<file path="src/hdl/tcdm_defines.svh">
// Global sizes of the TCDM subsystem.
// TCDM_DW must be a multiple of 8; TCDM_NB_WORDS a power of two.
// TCDM_AW must cover the byte offset plus the word index.

`ifndef TCDM_DEFINES_SVH
`define TCDM_DEFINES_SVH

// ##################################################
// Data path
// ##################################################
`define TCDM_DW          32   // Data width in bits.
`define TCDM_AW          10   // Byte address width.

// ##################################################
// Bank and initiators
// ##################################################
`define TCDM_NB_WORDS    256  // Bank depth in words.
`define TCDM_NB_ACC_CHAN 2    // Alternate accelerator channels.

`endif

</file>
<file path="src/hdl/tcdm_pkg.sv">
// Request/response types shared by every TCDM block.
// Widths come from the global defines; change them there only.
// op follows the wen convention: 1 is a read, 0 is a write.

`default_nettype none

`include "tcdm_defines.svh"

package tcdm_pkg;

  // ##################################################
  // Enums
  // ##################################################

  // Transfer opcode, active-low write enable.
  typedef enum logic {
    OP_WRITE = 1'b0,
    OP_READ  = 1'b1
  } tcdm_op_e;

  // Arbiter port identifier.
  typedef enum logic {
    OWNER_ACC  = 1'b0,  // Multiplexed accelerator port.
    OWNER_CORE = 1'b1   // Core port.
  } arb_owner_e;

  // ##################################################
  // Handshake structs
  // ##################################################

  // Initiator to target.
  typedef struct packed {
    logic                   req;      // Request strobe.
    tcdm_op_e               op;       // Read or write.
    logic [`TCDM_AW-1:0]    add;      // Byte address.
    logic [`TCDM_DW/8-1:0]  be;       // Byte enables.
    logic [`TCDM_DW-1:0]    data;     // Write data.
    logic                   r_ready;  // Response accept.
  } tcdm_req_t;

  // Target to initiator.
  typedef struct packed {
    logic                   gnt;      // Request accepted.
    logic                   r_valid;  // Response present.
    logic [`TCDM_DW-1:0]    r_data;   // Read data, zero on writes.
  } tcdm_rsp_t;

endpackage

`default_nettype wire

</file>
<file path="src/hdl/tcdm_arbiter.sv">
// Two-port round-robin arbiter in front of a single TCDM bank.
// One outstanding response; owner_q steers it back to the winner.
// Request path is combinational, gnt comes straight from the bank.

`timescale 1ns/10ps
`default_nettype none

module tcdm_arbiter (
  input  logic                clk_i,
  input  logic                rst_n_i,
  input  tcdm_pkg::tcdm_req_t acc_req_i,
  output tcdm_pkg::tcdm_rsp_t acc_rsp_o,
  input  tcdm_pkg::tcdm_req_t core_req_i,
  output tcdm_pkg::tcdm_rsp_t core_rsp_o,
  output tcdm_pkg::tcdm_req_t bank_req_o,
  input  tcdm_pkg::tcdm_rsp_t bank_rsp_i
);

  tcdm_pkg::arb_owner_e prio_q;    // Port that wins a tie.
  tcdm_pkg::arb_owner_e prio_d;
  tcdm_pkg::arb_owner_e owner_q;   // Winner of the last grant.
  tcdm_pkg::arb_owner_e winner;    // Port forwarded this cycle.
  logic                 granted;   // Bank took the request.
  logic                 owner_rdy; // r_ready of the response owner.

  // ##################################################
  // Winner selection
  // ##################################################

  always_comb begin
    if (acc_req_i.req && core_req_i.req) begin
      winner = prio_q;  // Contention, pointer decides.
    end else if (core_req_i.req) begin
      winner = tcdm_pkg::OWNER_CORE;
    end else begin
      winner = tcdm_pkg::OWNER_ACC;  // Also the idle default.
    end
  end

  // Pointer flips away from whoever just won.
  assign prio_d = (winner == tcdm_pkg::OWNER_ACC) ? tcdm_pkg::OWNER_CORE
                                                  : tcdm_pkg::OWNER_ACC;

  assign granted = bank_rsp_i.gnt;

  // ##################################################
  // Request to the bank
  // ##################################################

  assign owner_rdy = (owner_q == tcdm_pkg::OWNER_CORE) ? core_req_i.r_ready
                                                       : acc_req_i.r_ready;

  always_comb begin
    if (winner == tcdm_pkg::OWNER_CORE) begin
      bank_req_o = core_req_i;
    end else begin
      bank_req_o = acc_req_i;
    end
    // Response side belongs to the previous winner.
    bank_req_o.r_ready = owner_rdy;
  end

  // ##################################################
  // Responses to the ports
  // ##################################################

  always_comb begin
    acc_rsp_o  = bank_rsp_i;  // r_data broadcast.
    core_rsp_o = bank_rsp_i;

    acc_rsp_o.gnt  = granted && (winner == tcdm_pkg::OWNER_ACC);
    core_rsp_o.gnt = granted && (winner == tcdm_pkg::OWNER_CORE);

    acc_rsp_o.r_valid  = bank_rsp_i.r_valid && (owner_q == tcdm_pkg::OWNER_ACC);
    core_rsp_o.r_valid = bank_rsp_i.r_valid && (owner_q == tcdm_pkg::OWNER_CORE);
  end

  // ##################################################
  // State
  // ##################################################

  // Both registers move only on a granted transfer.
  always_ff @(posedge clk_i) begin
    if (!rst_n_i) begin
      prio_q  <= tcdm_pkg::OWNER_ACC;  // Accelerator first.
      owner_q <= tcdm_pkg::OWNER_ACC;
    end else if (granted) begin
      prio_q  <= prio_d;
      owner_q <= winner;  // Valid from the next cycle on.
    end
  end

endmodule

`default_nettype wire

</file>
<file path="config.mk">
export PLATFORM = sky130hd
export DESIGN_NAME = tcdm_arbiter
export DESIGN_NICKNAME = d
export VERILOG_FILES = /design/src/hdl/tcdm_pkg.sv /design/src/hdl/tcdm_arbiter.sv
export VERILOG_INCLUDE_DIRS = /design/src /design/src/hdl
export SDC_FILE = /design/constraint.sdc
export NUM_CORES = 1
export LEC_CHECK = 0
export ABC_AREA = 1
export BUFFER_PORTS_ARGS = -buffer_cell sky130_fd_sc_hd__buf_2
export CAP_MARGIN = 20
export CORE_AREA = 2 2 98 100
export DETAILED_ROUTE_END_ITERATION = 12
export DIE_AREA = 0 0 100 102
export HOLD_SLACK_MARGIN = 0.15
export SYNTH_ARGS = -nofsm -noshare
export SYNTH_HDL_FRONTEND = slang
export SYNTH_SLANG_ARGS = --single-unit
</file>
<file path="constraint.sdc">
create_clock -name clk_i -period 2.2 [get_ports clk_i]
set_input_delay 0.44 -clock clk_i [delete_from_list [all_inputs] [get_ports clk_i]]
set_output_delay 0.44 -clock clk_i [all_outputs]
set_load 0.01 [all_outputs]
</file>
==> flow_summary.toml <==
[timing]
rsz0062_at_grt = "no"
hold_violations = 0
fmax_ghz = 0.5464
relSlewSlack = 0.8259
slew_violations = 0
fin_crit_sh = 0.8319
skew_ps = 0.02719
fin_crit_ps = 1830
fin_ws_ps = 369.9
setup_viol = 0
tightest_slew_ps = 261.2
tns_ps = 0

[synthesis]
synthMostInstantiatedCell = "nand2_1"
synth.largest_area_cell = "buf_4"
synthArstFlopShare = 0
synth_area_leaders = "buf_4 (39%), nand2_1 (28%), nand3_1 (18%)"
synth_cell_types = 16
syn_inst = 244
yosysWarnings = 0
synth_top_area_share = 0.3875
synth_commonest_cells = "nand2_1 (97), buf_4 (68), nand3_1 (48), buf_2 (8), inv_1 (6)"
syn_area_sq_um = 1318
syn-num-nets = 378
synth-seq-cells = 2
ys_seq_area_frac = 0.03039
syn_avg_cell_area_sq_um = 5.400
synth_edf_count = 0
ys.flop_type = "dfxtp_1"

[drt]
antenna_left = 0
routed_wl_um = 4667
via_count = 1730
vias_per_cell = 3.977
drt_iter0_markers = 49
drt_drc_violations_left = 0
first_pass_iters = 4
wl_per_cell_um = 10.73

[worst_setup_path]
critPathArrivalTime_ps = 1390
critical_path.top_delay_family = "simple AND/OR/NAND/NOR gates"
slowest_delay_ps = 310
end_kind = "output port"
startpoint_type = "flop"
required_ps = 1760
worstPathCellList = "inv_2, nand2_4, nand2_2, buf_12, nand2_1, nand2_1, buf_2"
crit_top_cell = "nand2_1"
cp_slowest_cell = "dfxtp_1"
worstPathMaxFanout = 48
crit_type = "flop to output port"
cp_num_buf_inv = 3

[global_route]
grt_pass1_wl_um = 6969
grt_usage = 0.08504
grt_pass1_vias = 1554
grt-ovfl-total = 0
grt_start_max_net_pins = 49
antenna_found_initial = 0

[place]
hpwl_um = 3772
place_ws_ps = 384.5
port_buffers = 154
dpl_cell_area_sq_um = 1690
gp_congestion = 0.6817

[cts]
cts_setup_buffers = 0
cts.sinks = 2
cts-htree-levels = 1
clk_latency_ps = 210
clk_root_buffer_cell = "clkbuf_8"
cts_resized = 0
hold_buffers = 0
cts_tree = "yes"
clock_path_buffers = 2
clkTransAtPathRegs_ps = 30
cts_buffers = 3

[power_and_ir_drop]
leakagePower_uw = 0.001161
powerDensity_nw_per_um2 = 330.0
ir_worst_vdd_mv = 0.1104

[finish]
nNetsFinal = 460
n_fill_cell = 1084
final_area_sq_um = 1732
syn_to_final_growth_pct = 31.43
antenna_cells = 0
drive_above_1_share = 0.5093

[floorplan]
start_util = 0.1446
ios = 251
die_width_um = 100
die_area_sq_um = 10200
die_height_um = 102
coreArea_sq_um = 9109
fp-row-count = 35

[job]
drv_cap = 0

[hold_path]
hold_path.class = "primary input to flop"

[outcome]
status = "complete, no violations"
==> layout by cell type, fill, tap and decap left out, drive strengths merged <==
master and count:
buf 158, nand2 99, nand3 48, inv 7, clkbuf 3, a21oi 2, o21ai 2, dfxtp 2
nor2 1, or2 1, o21a 1
==> cell type report <==
cell class / instances / area (sq um) / area share
clock buffer: 3 / 41.29 / 0.02384
inverter: 7 / 26.28 / 0.01517
multi-input combinational: 154 / 659.4 / 0.3808
sequential: 2 / 40.04 / 0.02312
tap: 111 / 138.9 / 0.08020
timing repair buffer: 158 / 825.8 / 0.4769
==> routing by layer <==
metal  part of all wire  up-vias  GRT usage  wire, um
li1                   -      857          -         -
met1               0.33      743    0.08067      1529
met2               0.53      110     0.1684      2492
met4              0.042        0    0.05479       195
met3              0.096       20    0.01436       449
met5                  0        -          0         0
==> where the power goes <==
| part | leakage (uW) | switching [uW] | internal, uW |
|---|---|---|---|
| sequential | 0.0000166 | 2.41 | 39.3 |
| combinational | 0.00112 | 206 | 178 |
| clock | 0.0000216 | 29.9 | 116 |
| total | 0.00116 | 238 | 333 |
==> cell families (layout without fill, tap and decap cells) <==
| family | count (synthesis) | after routing | share of synthesized area |
|---|---|---|---|
| simple gates | 149 | 149 | 0.4796 |
| buf+inv | 88 | 168 | 0.4691 |
| compound gates | 5 | 5 | 0.02090 |
| flops | 2 | 2 | 0.03039 |
==> registers in the layout, summed over array words and instances, names as in the netlist <==
signal and count:
owner_q 1, prio_q 1
==> per-stage QoR <==
stage,std cells,hold slack [ps],power [uW],utilization
after floorplan,244,532.7,358.9,-
after global placement,432,554.4,424.3,0.1856
after detailed placement,432,577.4,431.1,0.1856
after CTS,435,462.0,583.9,0.1901
after global routing,435,471.3,627.1,0.1901
final,435,466.9,571.4,0.1901
==> worst paths after layout <==
kind                                startpoint              to  slack (ps)  depth (start not counted)
worst min-delay path            bank_rsp_i[33]         owner_q         470                          2
worst min register to register         owner_q         owner_q         580                          2
worst max-delay path                    prio_q  bank_req_o[35]         370                          7
worst max register to register          prio_q         owner_q        1090                          5
Note: power is estimated with default switching activity, not from simulation.
