`src/hdl/tcdm_defines.svh`:
```
// Global sizes of the TCDM subsystem.
// TCDM_DW must be a multiple of 8; TCDM_NB_WORDS a power of two.
// TCDM_AW must cover the byte offset plus the word index.

`ifndef TCDM_DEFINES_SVH
`define TCDM_DEFINES_SVH

// ##################################################
// Data path
// ##################################################
`define TCDM_DW          32   // Data width in bits.
`define TCDM_AW          10   // Byte address width.

// ##################################################
// Bank and initiators
// ##################################################
`define TCDM_NB_WORDS    256  // Bank depth in words.
`define TCDM_NB_ACC_CHAN 2    // Alternate accelerator channels.

`endif

```
`src/hdl/tcdm_pkg.sv`:
```
// Request/response types shared by every TCDM block.
// Widths come from the global defines; change them there only.
// op follows the wen convention: 1 is a read, 0 is a write.

`default_nettype none

`include "tcdm_defines.svh"

package tcdm_pkg;

  // ##################################################
  // Enums
  // ##################################################

  // Transfer opcode, active-low write enable.
  typedef enum logic {
    OP_WRITE = 1'b0,
    OP_READ  = 1'b1
  } tcdm_op_e;

  // Arbiter port identifier.
  typedef enum logic {
    OWNER_ACC  = 1'b0,  // Multiplexed accelerator port.
    OWNER_CORE = 1'b1   // Core port.
  } arb_owner_e;

  // ##################################################
  // Handshake structs
  // ##################################################

  // Initiator to target.
  typedef struct packed {
    logic                   req;      // Request strobe.
    tcdm_op_e               op;       // Read or write.
    logic [`TCDM_AW-1:0]    add;      // Byte address.
    logic [`TCDM_DW/8-1:0]  be;       // Byte enables.
    logic [`TCDM_DW-1:0]    data;     // Write data.
    logic                   r_ready;  // Response accept.
  } tcdm_req_t;

  // Target to initiator.
  typedef struct packed {
    logic                   gnt;      // Request accepted.
    logic                   r_valid;  // Response present.
    logic [`TCDM_DW-1:0]    r_data;   // Read data, zero on writes.
  } tcdm_rsp_t;

endpackage

`default_nettype wire

```
`src/hdl/tcdm_mux_static.sv`:
```
// Static N-to-1 mux for accelerator channels used strictly one at a time.
// sel_i may change only while no request or response is in flight.
// No arbitration here; an unselected channel simply waits.

`timescale 1ns/10ps
`default_nettype none

module tcdm_mux_static #(
  parameter  int unsigned NB_CHAN = 2,
  localparam int unsigned SEL_W   = (NB_CHAN > 1) ? $clog2(NB_CHAN) : 1
) (
  input  logic                clk_i,
  input  logic                rst_n_i,
  input  logic [SEL_W-1:0]    sel_i,
  input  tcdm_pkg::tcdm_req_t chan_req_i [NB_CHAN],
  output tcdm_pkg::tcdm_rsp_t chan_rsp_o [NB_CHAN],
  output tcdm_pkg::tcdm_req_t req_o,
  input  tcdm_pkg::tcdm_rsp_t rsp_i
);

  // ##################################################
  // Request path
  // ##################################################

  // Whole request of the selected channel, r_ready included.
  always_comb begin
    req_o = '0;  // Idle if sel_i points past the last channel.
    for (int unsigned ii = 0; ii < NB_CHAN; ii++) begin
      if (sel_i == ii) begin
        req_o = chan_req_i[ii];
      end
    end
  end

  // ##################################################
  // Response path
  // ##################################################

  for (genvar ii = 0; ii < NB_CHAN; ii++) begin : gen_chan_rsp
    logic chan_sel;  // This channel owns the port.

    assign chan_sel = (sel_i == ii);

    // Handshakes only to the owner; data to all.
    assign chan_rsp_o[ii] = '{
      gnt:     rsp_i.gnt && chan_sel,
      r_valid: rsp_i.r_valid && chan_sel,
      r_data:  rsp_i.r_data
    };
  end

  // Select must be driven once out of reset.
  sel_known_a : assert property (
    @(posedge clk_i) disable iff (!rst_n_i) !$isunknown(sel_i)
  ) else $error("Accelerator select is unknown.");

endmodule

`default_nettype wire

```
`config.mk`:
```
export PLATFORM = sky130hd
export DESIGN_NAME = tcdm_mux_static
export DESIGN_NICKNAME = d
export VERILOG_FILES = /design/src/hdl/tcdm_pkg.sv /design/src/hdl/tcdm_mux_static.sv
export VERILOG_INCLUDE_DIRS = /design/src /design/src/hdl
export SDC_FILE = /design/constraint.sdc
export NUM_CORES = 1
export LEC_CHECK = 0
export BUFFER_PORTS_ARGS = -buffer_cell sky130_fd_sc_hd__buf_2
export CORE_AREA = 5 5 95 97
export DETAILED_ROUTE_END_ITERATION = 10
export DIE_AREA = 0 0 100 102
export PLACE_DENSITY_LB_ADDON = 0.1
export SLEW_MARGIN = 20
export SYNTH_ARGS = -nofsm -noshare
export SYNTH_HDL_FRONTEND = slang
export SYNTH_SLANG_ARGS = --single-unit
export TNS_END_PERCENT = 50
```
`constraint.sdc`:
```
create_clock -name vclk -period 1.83
set_clock_uncertainty 0.05 [all_clocks]
set_input_delay 0.183 -clock vclk [all_inputs]
set_output_delay 0.183 -clock vclk [all_outputs]
set_load 0.005 [all_outputs]
```
==> results of run 1 <==
final cells by class:
| class | instances | area [sq um] |
|---|---|---|
| timing repair buffer | 156 | 798 |
| fill | 930 | 6370 |
| multi-input combinational | 53 | 749 |
| tap | 105 | 131 |
power by group through the flow:
stage	Clock (mW)	Combinational [mW]	Sequential, mW
after global routing	0	0.427	0
final	0	0.392	0
after floorplan	0	0.322	0
after CTS	0	0.402	0
after detailed placement	0	0.401	0
after global placement	0	0.403	0
per-layer routing:
layer / global-route usage / up-vias / part of all wire
li1: - / 520 / -
met1: 0.0838 / 457 / 0.35
met5: 0 / - / 0
met3: 0.0232 / 23 / 0.14
met4: 0.0280 / 0 / 0.034
met2: 0.124 / 91 / 0.48
critical path, cell delays in order:
cell    delay, ns
buf_2        0.11
buf_12       0.27
mux2_2       0.37
buf_2        0.13
how the worst max path moves through the flow:
| stage | startpoint | end | depth (start not counted) |
|---|---|---|---|
| CTS | sel_i | req_o[0] | 4 |
| detailed placement | sel_i | req_o[0] | 4 |
| floorplan | sel_i | req_o[41] | 3 |
| global placement | sel_i | req_o[0] | 4 |
| global route | sel_i | req_o[0] | 4 |
| finish | sel_i | req_o[0] | 4 |
synth_stat cells:
cell type	count	area (sq um)
buf_4	64	480
and2_1	2	12.5
buf_12	4	80.1
mux2_2	3	33.8
mux2_4	46	691
nor2b_1	2	12.5
buf_6	2	22.5
logic make-up after synthesis:
logic type	after synthesis	synth area share
buffers and inverters	70	0.438
and+or+nand+nor	4	0.0188
muxes	49	0.544
metrics by stage:
| stage | cells | setup slack [ns] | area (sq um) | hold WS [ns] | util |
|---|---|---|---|---|---|
| after floorplan | 123 | 0.816 | 1330 | 0.397 | - |
| after global placement | 314 | 0.499 | 1680 | 0.316 | 0.209 |
| after detailed placement | 314 | 0.511 | 1680 | 0.316 | 0.209 |
| after CTS | 314 | 0.508 | 1680 | 0.316 | 0.209 |
| after global routing | 314 | 0.461 | 1680 | 0.316 | 0.209 |
| final | 314 | 0.530 | 1680 | 0.316 | 0.209 |
==> flow_summary.json, run 1 <==
{
  "outcome": "finished, final reports clean",
  "postCtsSetupRepairBufs": 0,
  "seq_cells": 0,
  "switching_share": 0.332,
  "grt_setup_unrepaired": "no",
  "power_mw": 0.392,
  "finalSetupTns_ns": 0,
  "max-cap-violations": 0,
  "p_int_mw": 0.262,
  "seq_area_sq_um": 0,
  "ant_nets": 0,
  "clkbuf_count": 0,
  "gp_congestion": 0.619,
  "finalCritPeriodShare": 0.710,
  "crit_fanout": 40,
  "vias_per_cell": 3.47,
  "wl_mm": 4.46,
  "ys_types": 7,
  "grt_max_degree": 41,
  "p_seq_frac": 0,
  "hp-start": "rsp_i[14]",
  "gr-usage-all-layers": 0.0723,
  "ys_seq_area_frac": 0,
  "final_net_count": 346,
  "layout_commonest_cell": "buf_2",
  "port_buffers": 154,
  "worstSetupPathType": "input pin to output port",
  "comb_power_share": 1.000,
  "vias": 1091,
  "yosysWarnings": 0,
  "setup_viol": 0,
  "die_h_microns": 102,
  "hold_viol": 0,
  "period_needed_ns": 1.30,
  "min_path_type": "input pin to output port",
  "power_switching_mw": 0.130,
  "hold_path_depth": 0,
  "antenna_found_initial": 0,
  "min_to": "chan_rsp_o[14]",
  "relSlewSlack": 0.815,
  "required_ns": 1.60,
  "synth_nets": 258,
  "gr-total-overflow": 0,
  "drtIter0Drc": 7,
  "grt_pass1_vias": 1171,
  "io_pins": 252,
  "fp.dieW_microns": 100,
  "drv_slew": 0,
  "vdd_ir_drop_max_uv": 50.0,
  "critPathLaunchType": "input pin",
  "routedWlPerCell_microns": 14.2,
  "first_pass_iters": 2,
  "cp.arrival_ns": 1.07,
  "cts-resized-gates": 0,
  "cp-end-kind": "output port",
  "drc": 0,
  "fmax_mhz": 770,
  "area_delta_synth_final_pct": 26.0,
  "final_cell_mix": "buf_2, mux2_4, mux2_2",
  "start_util": 0.166,
  "layout-drive-gt1-share": 0.981,
  "leakage_nw": 1.02,
  "power_density_mw_per_mm2": 233,
  "syn_area_sq_mm": 0.00133,
  "pwr-share-clk": 0,
  "insertedDiodeCount": 0,
  "syn_inst": 123,
  "avgSynthCellArea_sq_um": 10.8,
  "grt_pass1_wl_mm": 6.04,
  "cts_hold_buf": 0,
  "rows": 33,
  "fp.dieArea_sq_mm": 0.0102,
  "core_sq_mm": 0.00805,
  "max_slew.worst_pin.slew_ns": 0.277
}
Note: power is estimated with default switching activity, not from simulation.
==> inputs of run 2 (changes only) <==
Clock period 1.83 ns to 1.2 ns, I/O delays scaled along.
==> run 2 against run 1 <==
Cell count rose by 0.32%. Core utilization rose by 0.40 points. Worst hold slack got worse by 0.13 ns. Die area did not move. Sequential share of layout area did not move. Combinational power rose by 57%. Cell area rose by 1.9%. Sequential cell count did not move. Power rose by 57%. Routed wire length rose by 2.2%. Global-route usage rose by 0.16 points.
==> flow_summary.json, run 2 (synthesized netlist as in run 1, its figures left out) <==
{
  "hpwl_mm": 4.17,
  "grt_pass1_vias": 1197,
  "fp.dieArea_sq_mm": 0.0102,
  "vias": 1094,
  "finalCritPeriodShare": 0.955,
  "seq_cells": 0,
  "gp_congestion": 0.602,
  "grt_pass1_wl_mm": 6.19,
  "area_delta_synth_final_pct": 28.5,
  "io_pins": 252,
  "antenna_found_initial": 0,
  "vias_per_cell": 3.47,
  "vdd_ir_drop_max_uv": 74.8,
  "path_cells": "buf_2 -> buf_12 -> mux2_2 -> buf_2",
  "critPathLaunchType": "input pin",
  "gr-total-overflow": 0,
  "cts_hold_buf": 0,
  "die_h_microns": 102,
  "relSlewSlack": 0.902,
  "fmax_mhz": 873,
  "crit_slowest_cell": "mux2_2",
  "drc": 0,
  "finalSetupTns_ns": 0,
  "slowest_delay_ns": 0.35,
  "wl_mm": 4.56,
  "max-cap-violations": 0,
  "clkbuf_count": 0,
  "required_ns": 1.03,
  "gr-usage-all-layers": 0.0738,
  "drtIter0Drc": 3,
  "start_util": 0.166,
  "hp-start": "rsp_i[14]",
  "hold_viol": 0,
  "seq_area_sq_um": 0,
  "port_buffers": 154,
  "cp-end-kind": "output port",
  "setup.worst_path.start": "sel_i",
  "layout-drive-gt1-share": 0.981,
  "insertedDiodeCount": 0,
  "final.setup.worst_slack_ns": 0.0541,
  "outcome": "finished, final reports clean",
  "routedWlPerCell_microns": 14.5,
  "final_cell_mix": "buf_2, mux2_4, mux2_2, buf_12",
  "cp.arrival_ns": 0.98,
  "power_density_mw_per_mm2": 359,
  "power_mw": 0.614,
  "cp_common_cell": "buf_2",
  "ant_nets": 0,
  "setup_viol": 0,
  "first_pass_iters": 2,
  "fill_cells": 923,
  "layout_commonest_cell": "buf_2",
  "leakage_nw": 1.04,
  "crit_fanout": 17,
  "postCtsSetupRepairBufs": 0,
  "grt_setup_unrepaired": "no",
  "period_needed_ns": 1.15,
  "fp.dieW_microns": 100,
  "grt_max_degree": 21,
  "drv_slew": 0,
  "final_net_count": 347,
  "max_slew.worst_pin.slew_ns": 0.148,
  "place_ws_ns": 0.0374,
  "rows": 33,
  "core_sq_mm": 0.00805,
  "min_path_type": "input pin to output port",
  "cts-resized-gates": 0,
  "worstSetupPathType": "input pin to output port"
}
run 2: changes by cell type in the layout (fill, tap and decap cells not counted):
| cell | delta |
|---|---|
| buf_12 | +2 |
| buf_4 | -1 |
run 2: final cells by class:
type	instances	area, sq um	area share
Multi-Input combinational cell	53	749	0.438
Tap cell	105	131	0.0768
Timing Repair Buffer	157	831	0.485
run 2: worst paths after layout:
check  slack [ns]              to  depth (start not counted)
min          0.19  chan_rsp_o[14]                          0
max          0.05        req_o[0]                          4
run 2: metal layers:
layer  share of wire  global-route usage  up-vias
li1                -                   -      522
met1            0.35              0.0887      461
met2            0.46               0.121       88
met3            0.15              0.0266       23
met4           0.033              0.0280        0
met5               0                   0        -
run 2: worst max-delay path, delay by kind of cell:
family	cells	cell delay (ns)
buf+inv	3	0.49
mux	1	0.35
run 2: metrics by stage:
step,area (sq um),hold slack [ns],instances,util
floorplan,1330,0.271,123,-
global placement,1710,0.190,315,0.213
detailed placement,1710,0.190,315,0.213
CTS,1710,0.190,315,0.213
global route,1710,0.190,315,0.213
finish,1710,0.190,315,0.213
run 2: report_power, final:
group | switching [mW] | internal, mW | total (mW)
Sequential | 0 | 0 | 0
Combinational | 0.204 | 0.410 | 0.614
Clock | 0 | 0 | 0
